## src/verilog/core_defines.svh

```systemverilog
// core defines
// sizing macros shared by the packages and the RTL of the
// out-of-order execute and retire core

`ifndef CORE_DEFINES_SVH
`define CORE_DEFINES_SVH

////////////////////////////////////////////////////////////
// datapath
////////////////////////////////////////////////////////////

// operand and result width
`define XLEN 32
// destination register index width
`define REG_IDX_BITS 5

////////////////////////////////////////////////////////////
// machine sizing
////////////////////////////////////////////////////////////

// reorder buffer entries, power of two
`define ROB_SIZE 8
// identical execution lanes
`define LANES 2
// multiply pipeline depth, at least 2
`define MUL_LATENCY 3

`endif

```

## src/verilog/isa_pkg.sv

```systemverilog
// isa package
// architectural types seen at the core boundary: data words,
// register indices, operation codes and retire status

`default_nettype none

`include "core_defines.svh"

package isa_pkg;

	// operand or result word
	typedef logic [`XLEN-1:0] data_t;

	// destination register index
	typedef logic [`REG_IDX_BITS-1:0] reg_idx_t;

	// codes 6 and 7 stay unnamed, decoded as illegal
	typedef enum logic [2:0] {
		ADD  = 3'd0,
		SUB  = 3'd1,
		AND  = 3'd2,
		XOR  = 3'd3,
		MUL  = 3'd4,
		HALT = 3'd5
	} op_code_t;

	// status carried out on the retire port
	typedef enum logic [1:0] {
		OK      = 2'd0,
		ILLEGAL = 2'd1,
		HALTED  = 2'd2
	} retire_status_t;

endpackage

`default_nettype wire

```

## src/verilog/uarch_pkg.sv

```systemverilog
// uarch package
// microarchitectural types internal to the core

`default_nettype none

`include "core_defines.svh"

package uarch_pkg;

	// reorder buffer slot, wraps naturally since depth is 2^n
	typedef logic [$clog2(`ROB_SIZE)-1:0] rob_tag_t;

	// lane number, kept one bit wide for a single lane build
	typedef logic [((`LANES > 1) ? $clog2(`LANES) : 1)-1:0] lane_idx_t;

endpackage

`default_nettype wire
```

## src/verilog/dispatch_unit.sv

```systemverilog
// dispatch unit
// decodes incoming operations, reserves a reorder buffer entry
// and issues ALU and multiply work to a lane in the same cycle

`timescale 1ns/100ps
`default_nettype none

`include "core_defines.svh"

module dispatch_unit import isa_pkg::*; import uarch_pkg::*; (
	input  logic                           clock,
	input  logic                           reset,
	input  logic                           in_valid,
	input  op_code_t                       in_op,
	input  data_t                          in_a,
	input  data_t                          in_b,
	input  reg_idx_t                       in_dest,
	input  logic                           alloc_ready,
	input  rob_tag_t                       alloc_tag,
	input  logic         [`LANES-1:0]      alu_ready,
	output logic                           in_ready,
	output logic                           alloc_valid,
	output reg_idx_t                       alloc_dest,
	output logic                           alloc_done,
	output retire_status_t                 alloc_status,
	output logic         [`LANES-1:0]      issue_valid,
	output op_code_t     [`LANES-1:0]      issue_op,
	output data_t        [`LANES-1:0]      issue_a,
	output data_t        [`LANES-1:0]      issue_b,
	output rob_tag_t     [`LANES-1:0]      issue_tag
);

	logic      is_alu;
	logic      is_mul;
	logic      is_halt;
	logic      is_illegal;
	logic      lane_ok;
	lane_idx_t lane_sel;
	logic      accept;
	logic      halt_seen;

	////////////////////////////////////////////////////////////
	// decode
	////////////////////////////////////////////////////////////

	assign is_alu     = in_op inside {ADD, SUB, AND, XOR};
	assign is_mul     = in_op == MUL;
	assign is_halt    = in_op == HALT;
	// anything else, i.e. codes 6 and 7
	assign is_illegal = !(is_alu || is_mul || is_halt);

	// lane pick
	// multiplies always land in lane 0, no ready needed
	// ALU ops take the lowest lane with a free writeback slot
	always_comb begin
		lane_ok  = 1'b1;
		lane_sel = '0;
		if (is_alu) begin
			lane_ok = 1'b0;
			// walk downward so the lowest ready lane wins
			for (int l = `LANES - 1; l >= 0; l--) begin
				if (alu_ready[l]) begin
					lane_ok  = 1'b1;
					lane_sel = lane_idx_t'(l);
				end
			end
		end
	end

	// stall on full rob, busy lanes, or once a halt went in
	assign in_ready = !halt_seen && alloc_ready && (!in_valid || lane_ok);
	assign accept   = in_valid && in_ready;

	////////////////////////////////////////////////////////////
	// reorder buffer allocation
	////////////////////////////////////////////////////////////

	assign alloc_valid = accept;
	assign alloc_dest  = in_dest;
	// illegal and halt never visit a lane
	assign alloc_done  = is_illegal || is_halt;
	assign alloc_status = is_illegal ? ILLEGAL : (is_halt ? HALTED : OK);

	// issue, payload is broadcast and valid selects the lane
	always_comb begin
		for (int l = 0; l < `LANES; l++) begin
			issue_valid[l] = accept && (is_alu || is_mul) && (lane_sel == lane_idx_t'(l));
			issue_op[l]    = in_op;
			issue_a[l]     = in_a;
			issue_b[l]     = in_b;
			issue_tag[l]   = alloc_tag;
		end
	end

	// halt seen, sticky until reset
	always_ff @(posedge clock) begin
		if (reset) begin
			halt_seen <= 1'b0;
		end else if (accept && is_halt) begin
			halt_seen <= 1'b1;
		end
	end

endmodule

`default_nettype wire

```

## src/verilog/exec_lane.sv

```systemverilog
// execution lane
// single cycle ALU path plus a pipelined multiply, both
// draining through one registered writeback port

`timescale 1ns/100ps
`default_nettype none

`include "core_defines.svh"

module exec_lane import isa_pkg::*; import uarch_pkg::*; (
	input  logic     clock,
	input  logic     reset,
	input  logic     issue_valid,
	input  op_code_t issue_op,
	input  data_t    issue_a,
	input  data_t    issue_b,
	input  rob_tag_t issue_tag,
	output logic     alu_ready,
	output logic     wb_valid,
	output rob_tag_t wb_tag,
	output data_t    wb_result
);

	localparam int STAGES = `MUL_LATENCY;
	localparam int LAST   = STAGES - 1;

	// shift pipeline, stage LAST feeds the writeback port
	logic [STAGES-1:0] st_valid;
	rob_tag_t          st_tag    [STAGES];
	data_t             st_result [STAGES];

	logic  is_mul;
	logic  alu_take;
	logic  mul_take;
	data_t alu_result;
	data_t product;

	assign is_mul   = issue_op == MUL;
	assign mul_take = issue_valid && is_mul;
	assign alu_take = issue_valid && !is_mul;

	// an ALU op drops straight into the last stage
	// blocked while the stage behind it would shift in
	assign alu_ready = ~st_valid[STAGES-2];

	////////////////////////////////////////////////////////////
	// compute
	////////////////////////////////////////////////////////////

	always_comb begin
		case (issue_op)
			ADD:     alu_result = issue_a + issue_b;
			SUB:     alu_result = issue_a - issue_b;
			AND:     alu_result = issue_a & issue_b;
			XOR:     alu_result = issue_a ^ issue_b;
			default: alu_result = '0;
		endcase
	end

	// low half of the product only
	assign product = issue_a * issue_b;

	////////////////////////////////////////////////////////////
	// pipeline control
	////////////////////////////////////////////////////////////

	always_ff @(posedge clock) begin
		if (reset) begin
			st_valid <= '0;
		end else begin
			st_valid[0] <= mul_take;
			for (int s = 1; s < LAST; s++) begin
				st_valid[s] <= st_valid[s-1];
			end
			// the two sources never coincide, see alu_ready
			st_valid[LAST] <= st_valid[LAST-1] | alu_take;
		end
	end

	// pipeline payload
	always_ff @(posedge clock) begin
		if (mul_take) begin
			st_tag[0]    <= issue_tag;
			st_result[0] <= product;
		end
		for (int s = 1; s < LAST; s++) begin
			st_tag[s]    <= st_tag[s-1];
			st_result[s] <= st_result[s-1];
		end
		if (alu_take) begin
			st_tag[LAST]    <= issue_tag;
			st_result[LAST] <= alu_result;
		end else begin
			st_tag[LAST]    <= st_tag[LAST-1];
			st_result[LAST] <= st_result[LAST-1];
		end
	end

	// writeback straight from the last stage registers
	assign wb_valid  = st_valid[LAST];
	assign wb_tag    = st_tag[LAST];
	assign wb_result = st_result[LAST];

endmodule

`default_nettype wire

```

## src/verilog/ooo_core.sv

```systemverilog
// out-of-order core top
// dispatch unit, replicated execution lanes and reorder buffer

`timescale 1ns/100ps
`default_nettype none

`include "core_defines.svh"

module ooo_core import isa_pkg::*; import uarch_pkg::*; (
	input  logic           clock,
	input  logic           reset,
	input  logic           in_valid,
	input  op_code_t       in_op,
	input  data_t          in_a,
	input  data_t          in_b,
	input  reg_idx_t       in_dest,
	input  logic           out_ready,
	output logic           in_ready,
	output logic           out_valid,
	output data_t          out_result,
	output reg_idx_t       out_dest,
	output retire_status_t out_status,
	output logic           halted
);

	// dispatch to rob
	logic           alloc_ready;
	rob_tag_t       alloc_tag;
	logic           alloc_valid;
	reg_idx_t       alloc_dest;
	logic           alloc_done;
	retire_status_t alloc_status;

	// dispatch to lanes
	logic     [`LANES-1:0] issue_valid;
	op_code_t [`LANES-1:0] issue_op;
	data_t    [`LANES-1:0] issue_a;
	data_t    [`LANES-1:0] issue_b;
	rob_tag_t [`LANES-1:0] issue_tag;
	logic     [`LANES-1:0] alu_ready;

	// lanes to rob
	logic     [`LANES-1:0] wb_valid;
	rob_tag_t [`LANES-1:0] wb_tag;
	data_t    [`LANES-1:0] wb_result;

	dispatch_unit dispatch (
		.clock        (clock),
		.reset        (reset),
		.in_valid     (in_valid),
		.in_op        (in_op),
		.in_a         (in_a),
		.in_b         (in_b),
		.in_dest      (in_dest),
		.alloc_ready  (alloc_ready),
		.alloc_tag    (alloc_tag),
		.alu_ready    (alu_ready),
		.in_ready     (in_ready),
		.alloc_valid  (alloc_valid),
		.alloc_dest   (alloc_dest),
		.alloc_done   (alloc_done),
		.alloc_status (alloc_status),
		.issue_valid  (issue_valid),
		.issue_op     (issue_op),
		.issue_a      (issue_a),
		.issue_b      (issue_b),
		.issue_tag    (issue_tag)
	);

	////////////////////////////////////////////////////////////
	// execution lanes
	////////////////////////////////////////////////////////////

	for (genvar g = 0; g < `LANES; g++) begin : gen_lane
		exec_lane lane (
			.clock       (clock),
			.reset       (reset),
			.issue_valid (issue_valid[g]),
			.issue_op    (issue_op[g]),
			.issue_a     (issue_a[g]),
			.issue_b     (issue_b[g]),
			.issue_tag   (issue_tag[g]),
			.alu_ready   (alu_ready[g]),
			.wb_valid    (wb_valid[g]),
			.wb_tag      (wb_tag[g]),
			.wb_result   (wb_result[g])
		);
	end

	reorder_buffer rob (
		.clock        (clock),
		.reset        (reset),
		.alloc_valid  (alloc_valid),
		.alloc_dest   (alloc_dest),
		.alloc_done   (alloc_done),
		.alloc_status (alloc_status),
		.wb_valid     (wb_valid),
		.wb_tag       (wb_tag),
		.wb_result    (wb_result),
		.out_ready    (out_ready),
		.alloc_ready  (alloc_ready),
		.alloc_tag    (alloc_tag),
		.out_valid    (out_valid),
		.out_result   (out_result),
		.out_dest     (out_dest),
		.out_status   (out_status),
		.halted       (halted)
	);

endmodule

`default_nettype wire

```

## src/verilog/reorder_buffer.sv

```systemverilog
// reorder buffer
// circular buffer of in-flight operations, completed out of
// order by lane writebacks and retired one per cycle in order

`timescale 1ns/100ps
`default_nettype none

`include "core_defines.svh"

module reorder_buffer import isa_pkg::*; import uarch_pkg::*; (
	input  logic                         clock,
	input  logic                         reset,
	input  logic                         alloc_valid,
	input  reg_idx_t                     alloc_dest,
	input  logic                         alloc_done,
	input  retire_status_t               alloc_status,
	input  logic         [`LANES-1:0]    wb_valid,
	input  rob_tag_t     [`LANES-1:0]    wb_tag,
	input  data_t        [`LANES-1:0]    wb_result,
	input  logic                         out_ready,
	output logic                         alloc_ready,
	output rob_tag_t                     alloc_tag,
	output logic                         out_valid,
	output data_t                        out_result,
	output reg_idx_t                     out_dest,
	output retire_status_t               out_status,
	output logic                         halted
);

	localparam int DEPTH = `ROB_SIZE;
	localparam int CNT_BITS = $clog2(DEPTH) + 1;

	// pointers and occupancy
	rob_tag_t              head;
	rob_tag_t              tail;
	logic [CNT_BITS-1:0]   count;

	// per entry state
	logic [DEPTH-1:0]      done;
	data_t                 result [DEPTH];
	reg_idx_t              dest   [DEPTH];
	retire_status_t        status [DEPTH];

	logic do_alloc;
	logic do_retire;

	////////////////////////////////////////////////////////////
	// handshakes
	////////////////////////////////////////////////////////////

	// room for one more
	assign alloc_ready = count != CNT_BITS'(DEPTH);
	assign alloc_tag   = tail;
	assign do_alloc    = alloc_valid && alloc_ready;

	// head presented without a register stage
	assign out_valid  = (count != '0) && done[head];
	assign out_result = result[head];
	assign out_dest   = dest[head];
	assign out_status = status[head];
	assign do_retire  = out_valid && out_ready;

	////////////////////////////////////////////////////////////
	// control state
	////////////////////////////////////////////////////////////

	always_ff @(posedge clock) begin
		if (reset) begin
			head   <= '0;
			tail   <= '0;
			count  <= '0;
			done   <= '0;
			halted <= 1'b0;
		end else begin
			if (do_alloc) begin
				tail       <= tail + 1'b1;
				// illegal and halt arrive already complete
				done[tail] <= alloc_done;
			end
			// completion from any lane, entry was reserved at dispatch
			for (int l = 0; l < `LANES; l++) begin
				if (wb_valid[l]) begin
					done[wb_tag[l]] <= 1'b1;
				end
			end
			if (do_retire) begin
				head <= head + 1'b1;
				if (out_status == HALTED) begin
					halted <= 1'b1;
				end
			end
			// occupancy
			case ({do_alloc, do_retire})
				2'b10:   count <= count + 1'b1;
				2'b01:   count <= count - 1'b1;
				default: count <= count;
			endcase
		end
	end

	////////////////////////////////////////////////////////////
	// entry payload
	////////////////////////////////////////////////////////////

	always_ff @(posedge clock) begin
		if (do_alloc) begin
			// zero stays for entries that never see a lane
			result[tail] <= '0;
			dest[tail]   <= alloc_dest;
			status[tail] <= alloc_status;
		end
		// tail is always a free slot, so no clash with a writeback
		for (int l = 0; l < `LANES; l++) begin
			if (wb_valid[l]) begin
				result[wb_tag[l]] <= wb_result[l];
			end
		end
	end

endmodule

`default_nettype wire

```

## config.mk

```make
export PLATFORM = sky130hd
export DESIGN_NAME = ooo_core
export DESIGN_NICKNAME = d
export VERILOG_FILES = /design/src/verilog/isa_pkg.sv /design/src/verilog/uarch_pkg.sv /design/src/verilog/dispatch_unit.sv /design/src/verilog/exec_lane.sv /design/src/verilog/ooo_core.sv /design/src/verilog/reorder_buffer.sv
export VERILOG_INCLUDE_DIRS = /design/src /design/src/verilog
export SDC_FILE = /design/constraint.sdc
export NUM_CORES = 2
export LEC_CHECK = 0
export ABC_AREA = 1
export BUFFER_PORTS_ARGS = -buffer_cell sky130_fd_sc_hd__buf_2
export CAP_MARGIN = 0
export CORE_MARGIN = 2
export CORE_UTILIZATION = 64
export CTS_CLUSTER_SIZE = 30
export DETAILED_ROUTE_END_ITERATION = 8
export GPL_TIMING_DRIVEN = 0
export PLACE_DENSITY = 0.81
export SLEW_MARGIN = 10
export SYNTH_ARGS = -nofsm -noshare
export SYNTH_HDL_FRONTEND = slang
export SYNTH_HIERARCHICAL = 1
export SYNTH_SLANG_ARGS = --single-unit
```

## constraint.sdc

```tcl
create_clock -name clock -period 7.39 [get_ports clock]
set_input_delay 0.3695 -clock clock [delete_from_list [all_inputs] [get_ports clock]]
set_output_delay 0.3695 -clock clock [all_outputs]
set_load 0.1 [all_outputs]
```

# ---- Yosys cells after proc, flatten, opt, wreduce, memory -nomap -nowiden
# Memory sizes are Yosys's and may differ from the RTL's. A register that Yosys moved wholly into a read port is not among the register bits.
# Cells that the tools add are included.
dict set report totals {
  ff_bits 26
  latch_bits 0
  ramBits 522
  mem_bits_ro 0
  in_bits 76
  elab_cells 136
  n_memories 7
}
dict set report classes {
  addsub 6
  multipliers 1
  div_mod_pow 0
  n_lt_le_gt_ge 7
  n_eq_ne 9
  n_shift 0
  mux 55
  bitwise_logic 11
  n_reduce_logical 32
}
# name depth width read_ports rd_clocked_by_memory_dff wr line_no
set memory_table {}
lappend memory_table {rob.result 8 32 1 1 3 reorder_buffer.sv:40} ;# data_t result [DEPTH];
lappend memory_table {{gen_lane[0].lane.st_result} 3 32 3 0 3 exec_lane.sv:30} ;# data_t st_result [STAGES];
lappend memory_table {{gen_lane[1].lane.st_result} 3 32 3 0 2 exec_lane.sv:30}
lappend memory_table {rob.dest 8 5 1 1 1 reorder_buffer.sv:41} ;# reg_idx_t dest [DEPTH];
lappend memory_table {rob.status 8 2 1 1 1 reorder_buffer.sv:42} ;# retire_status_t status [DEPTH];
lappend memory_table {{gen_lane[0].lane.st_tag} 3 3 3 0 3 exec_lane.sv:29} ;# rob_tag_t st_tag [STAGES];
lappend memory_table {{+1 memories} -- -- -- -- -- --}
# op count
set op_table {}
lappend op_table {{32-bit case mux with 4 select lines} 1}
lappend op_table {{32-bit two-way mux} 3}
lappend op_table {{8-bit two-way mux} 5}
lappend op_table {{32-bit adder} 1}
lappend op_table {{32-bit bitwise AND} 1}
lappend op_table {{32-bit by 32-bit multiplier with 32-bit output} 1}
lappend op_table {{32-bit OR reduction} 1}
lappend op_table {{32-bit subtractor} 1}
lappend op_table {{32-bit XOR} 1}
lappend op_table {{1-bit two-way mux} 27}
lappend op_table {{3-bit two-way mux} 9}
lappend op_table {{1-bit logical AND} 17}
lappend op_table {{3-bit by 4-bit less-than comparator with 1-bit output, second input constant} 4}
lappend op_table {{8-bit bitwise OR} 2}
lappend op_table {{1-bit demux with 3-bit select} 3}
lappend op_table {{3-bit by 1-bit >= comparator with 1-bit output, second input constant} 3}
lappend op_table {{8-bit bitwise mux} 1}
lappend op_table {{2-bit two-way mux} 4}
lappend op_table {{4-bit case mux with 2 select lines} 1}
lappend op_table {{4-bit nonzero test} 2}
lappend op_table {{3-bit by 1-bit adder with 3-bit output, second input constant} 2}
lappend op_table {{3-bit by 2-bit equality test with 1-bit output, second input constant} 2}
lappend op_table {{3-bit equality test, second input constant} 2}
lappend op_table {{1-bit bitwise OR} 6}
lappend op_table {{14 further kinds} 21}

# ---- Depth between registers and ports, before layout
dict set report depth {
  word_depth 14
  mapped_depth 34
  mapped_depth_nobuf 31
}

# ---- Hierarchy
# Netlist, hierarchy kept.
# module instances cells_each area_each_um2 seq_area_each_um2
set modules_own_cells {}
lappend modules_own_cells {{exec_lane (gen_lane[1].lane)} 1 3071 23198.5 2512.4}
lappend modules_own_cells {{exec_lane (gen_lane[0].lane)} 1 3082 23179.7 2512.4}
lappend modules_own_cells {reorder_buffer 1 1491 15504.9 9809.4}
lappend modules_own_cells {dispatch_unit 1 169 1226.2 20.0}

# ---- Worst setup path before layout
# OpenSTA, ideal clock, no wires.
dict set report synth_path {
  path_kind {input to register}
  startpoint {input port in_a[7]}
  endpoint {memory gen_lane[0].lane/st_result[0][30] in the netlist's numbering (data pin)}
  setup_time_ps 252
  t_arrival_ps 6475
  setup_slack_ps 663
  cell_stages 27
  path_buffers 3
  path_cell_list {buf_4 > clkbuf_1 > clkbuf_1 > nand2_1 > fa_1 > inv_1 > fa_1 > inv_1 > fa_1 > inv_1 > fa_1 > inv_1 > fa_1 > fa_1 > inv_1 > fa_1 > inv_1 > fa_1 > inv_1 > ha_1 > inv_1 > nor3_1 > inv_1 > nor3_1 > nand3_1 > nand3_1 > nand2_1}
}
# item line_no
set synth_rtl {}
lappend synth_rtl {{start, declared} ooo_core.sv:14} ;# input data_t in_a,
lappend synth_rtl {{end, declared} exec_lane.sv:30}

==> impl_metrics.csv <==
group,metric,value,unit
status,outcome,"finished, violations left",
status,failed_checks,"setup timing",
sta,hold_viol_final,0,
routing,drc,0,
logic_synthesis,yosysTopAreaCellShare,25.9,%
sta,setup_viol,1,
clocking,insertion_delay,0.62,ns
worst_setup_path,critPathTopFamily,"adder cells",
final_layout,final_common_cell,"nand2_1",
routing,vias_per_cell,6.12,
clocking,cts_inserted_buffers,49,
routing,drtIter0Drc,8926,
min_path,hold_path_depth,1,
sta,hold_ws,0.0178,ns
sta,clock_skew,0.0223,ns
worst_setup_path,reg2reg_slack,4.33,ns
worst_setup_path,slowest_delay,0.57,ns
floorplanning,fp.coreArea,0.0981,sq mm
logic_synthesis,yosysTopAreaCell,"fa_1",
place,place_congestion,1.13,
logic_synthesis,synthesis.area,0.0631,sq mm
logic_synthesis,synth_enable_flop_cells,382,
grt,grt_first_pass_wirelength,356000,microns
logic_synthesis,post_synth.cell_area_avg,8.08,sq um
clocking,cts.root.buffer_cell,"clkbuf_16",
sta,slew_viol_final,0,
floorplanning,die_x,318,microns
min_path,hp-class,"in -> reg",
routing,wire_per_inst,26.2,microns
clocking,cts_tree,"yes",
logic_synthesis,ys_ff_latch,551,
worst_setup_path,required,7.66,ns
logic_synthesis,syn_inst,7813,
worst_setup_path,crit_path_top_delay_cell,"fa_1",
worst_setup_path,reg2reg_to,"rob/result[2][21]",
worst_setup_path,worstSetupPathType,"in -> reg",
worst_setup_path,crit_path_start_kind,"input pin",
sta,rsz0062_at_grt,"yes",
grt,grt_overflow_total,0,
worst_setup_path,crit_start,"in_b[4]",
place,port_buffers,48,
sta,fin_crit_sh,100,%
final_layout,final_layout_size_suffix_gt1_share,7.17,%
floorplanning,dieArea,0.101,sq mm
grt,grt_pass1_vias,56436,
grt,grt_max_degree,31,
clocking,path_clk_slew,0.06,ns
logic_synthesis,yosysUniqueCellTypes,65,
floorplanning,start_util,64.3,%
sta,fmax,135,MHz
sta,max-slew-margin-rel,11.4,%
final_layout,area_delta_synth_final,6.23,%
min_path,hold_path_end,"rob/dest[4][3]",
min_path,hp-start,"in_dest[3]",
worst_setup_path,crit_arrival,7.67,ns
logic_synthesis,synth-seq-area-share,23.5,%
logic_synthesis,yosysWarnings,6,
worst_setup_path,rr_worst_depth,5,
routing,via_count,56543,
grt,grt_util_all_layers,48.0,%
logic_synthesis,synth_top_cells_by_area,"fa_1 26%, edfxtp_1 18%, nand2_1 11%",
worst_setup_path,cp_max_fo,10,
logic_synthesis,synthFlopType,"edfxtp_1",
floorplanning,die_y,318,microns
place,dp_hpwl,192000,microns
clocking,cts_max_level,2,
worst_setup_path,r2r-start,"gen_lane[1].lane/st_tag[2][2]",
flow_run,maxCapViolations,0,
final_layout,finalNetCount,9169,
clocking,cts.sinks,551,
worst_setup_path,worst-path-buf-inv,9,
routing,routed_wl,242000,microns
worst_setup_path,crit_top_cell,"fa_1",
logic_synthesis,synthesis.nets,9085,
logic_synthesis,ys_async_sr_fraction,0,%
grt,antenna_found_initial,17,
floorplanning,num_rows,115,
sta,finalWorstSetupSlack,-0.00230,ns
final_layout,mostFrequentLayoutCells,"1857 x nand2_1, 1758 x inv_1, 818 x fa_1",
sta,worst_slew_pin_slew,1.33,ns
routing,drt_pre_antenna_iters,9,
sta,finalCriticalPeriod,7.39,ns
worst_setup_path,cp-end-kind,"register",
routing,ant_nets,0,
clocking,clock_path_buffers,3,
floorplanning,ioPinCount,118,
repair_timing:
action / in CTS / in global routing
buffers inserted: 0 / 0
endpoints found under the setup margin: 22 / 12
hold endpoints to repair: 32 / 0
gates resized for setup: 55 / 132
hold buffers: 4 / 0
how the worst max path moves through the flow:
stage                                             end  cells past startpoint  slack [ns]
floorplan           gen_lane[0].lane/st_result[0][30]                     27        0.66
global placement    gen_lane[1].lane/st_result[0][31]                     26       -1.57
detailed placement  gen_lane[1].lane/st_result[0][31]                     26       -1.62
CTS                 gen_lane[1].lane/st_result[0][31]                     26       0.003
global route        gen_lane[1].lane/st_result[0][31]                     30       -0.05
finish              gen_lane[1].lane/st_result[0][31]                     27      -0.002
stage by stage:
stage / utilization (%) / setup TNS, ns / std cells / setup WS, ns / area, sq um
after floorplan: - / 0 / 7813 / 0.663 / 63100
after global routing: 68.3 / -0.0835 / 9236 / -0.0469 / 67000
after detailed placement: 66.5 / -26.29 / 9158 / -1.62 / 65200
after global placement: 66.2 / -24.05 / 9148 / -1.57 / 65000
after CTS: 68.2 / 0 / 9239 / 0.00256 / 67000
final: 68.3 / -0.00230 / 9240 / -0.00230 / 67000
cell type report:
cell class | instances | area (sq um)
Clock inverter | 24 | 267
Multi-Input combinational cell | 4975 | 39000
Sequential cell | 551 | 14900
Timing Repair Buffer | 62 | 510
Antenna cell | 16 | 40.0
Fill cell | 7978 | 31100
Inverter | 1776 | 6680
Tap cell | 1287 | 1610
Clock buffer | 67 | 1370
Buffer | 482 | 2740
state kept, by name, summed over array words and instances (netlist names), named ones only:
signal,flops
gen_lane.lane/st_valid,6
rob/count,4
dispatch/halt_seen,1
rob/halted,1
rob/done,8
rob/result,256
rob/head,3
gen_lane.lane/st_tag,18
rob/status,16
rob/alloc_tag,3
rob/dest,40
gen_lane.lane/st_result,192
kinds of logic (layout without fill, tap and decap cells):
family / after synthesis / count (layout) / share of synthesized area [%]
compound gates: 969 / 969 / 9.05
xor+xnor: 154 / 154 / 2.14
fa+ha+maj: 1196 / 1196 / 33.4
buf+inv: 2287 / 2411 / 14.8
flops: 551 / 551 / 23.5
other cells: 0 / 16 / 0
simple gates: 2656 / 2656 / 17.0
synth_stat cells (all sizes together) (5+ instances only):
| cell type | number |
|---|---|
| nor4 | 8 |
| o21ai | 288 |
| xor2 | 107 |
| xnor2 | 47 |
| nor3 | 44 |
| dfxtp | 169 |
| or2 | 5 |
| fa | 818 |
| a21oi | 186 |
| nand3 | 172 |
| clkbuf | 204 |
| a21o | 33 |
| edfxtp | 382 |
| clkinv | 5 |
| a31oi | 48 |
| ha | 378 |
| buf | 307 |
| o2111ai | 6 |
| o22ai | 297 |
| o21bai | 18 |
| a22oi | 59 |
| nand2 | 1870 |
| nand4 | 31 |
| inv | 1771 |
| nand3b | 18 |
| nor2 | 503 |
| o21a | 8 |
| o31ai | 6 |
| a21boi | 8 |
layer usage:
layer | vias up | GRT usage [%] | part of all wire [%]
met5 | - | 0 | 0.064
met4 | 24 | 29.4 | 8.1
met3 | 1133 | 15.8 | 15
met2 | 4567 | 70.0 | 41
met1 | 26791 | 62.3 | 36
li1 | 24028 | - | -
Power is not shown: default switching activity piles up to over one toggle a cycle in this logic, so the estimate is an artifact.
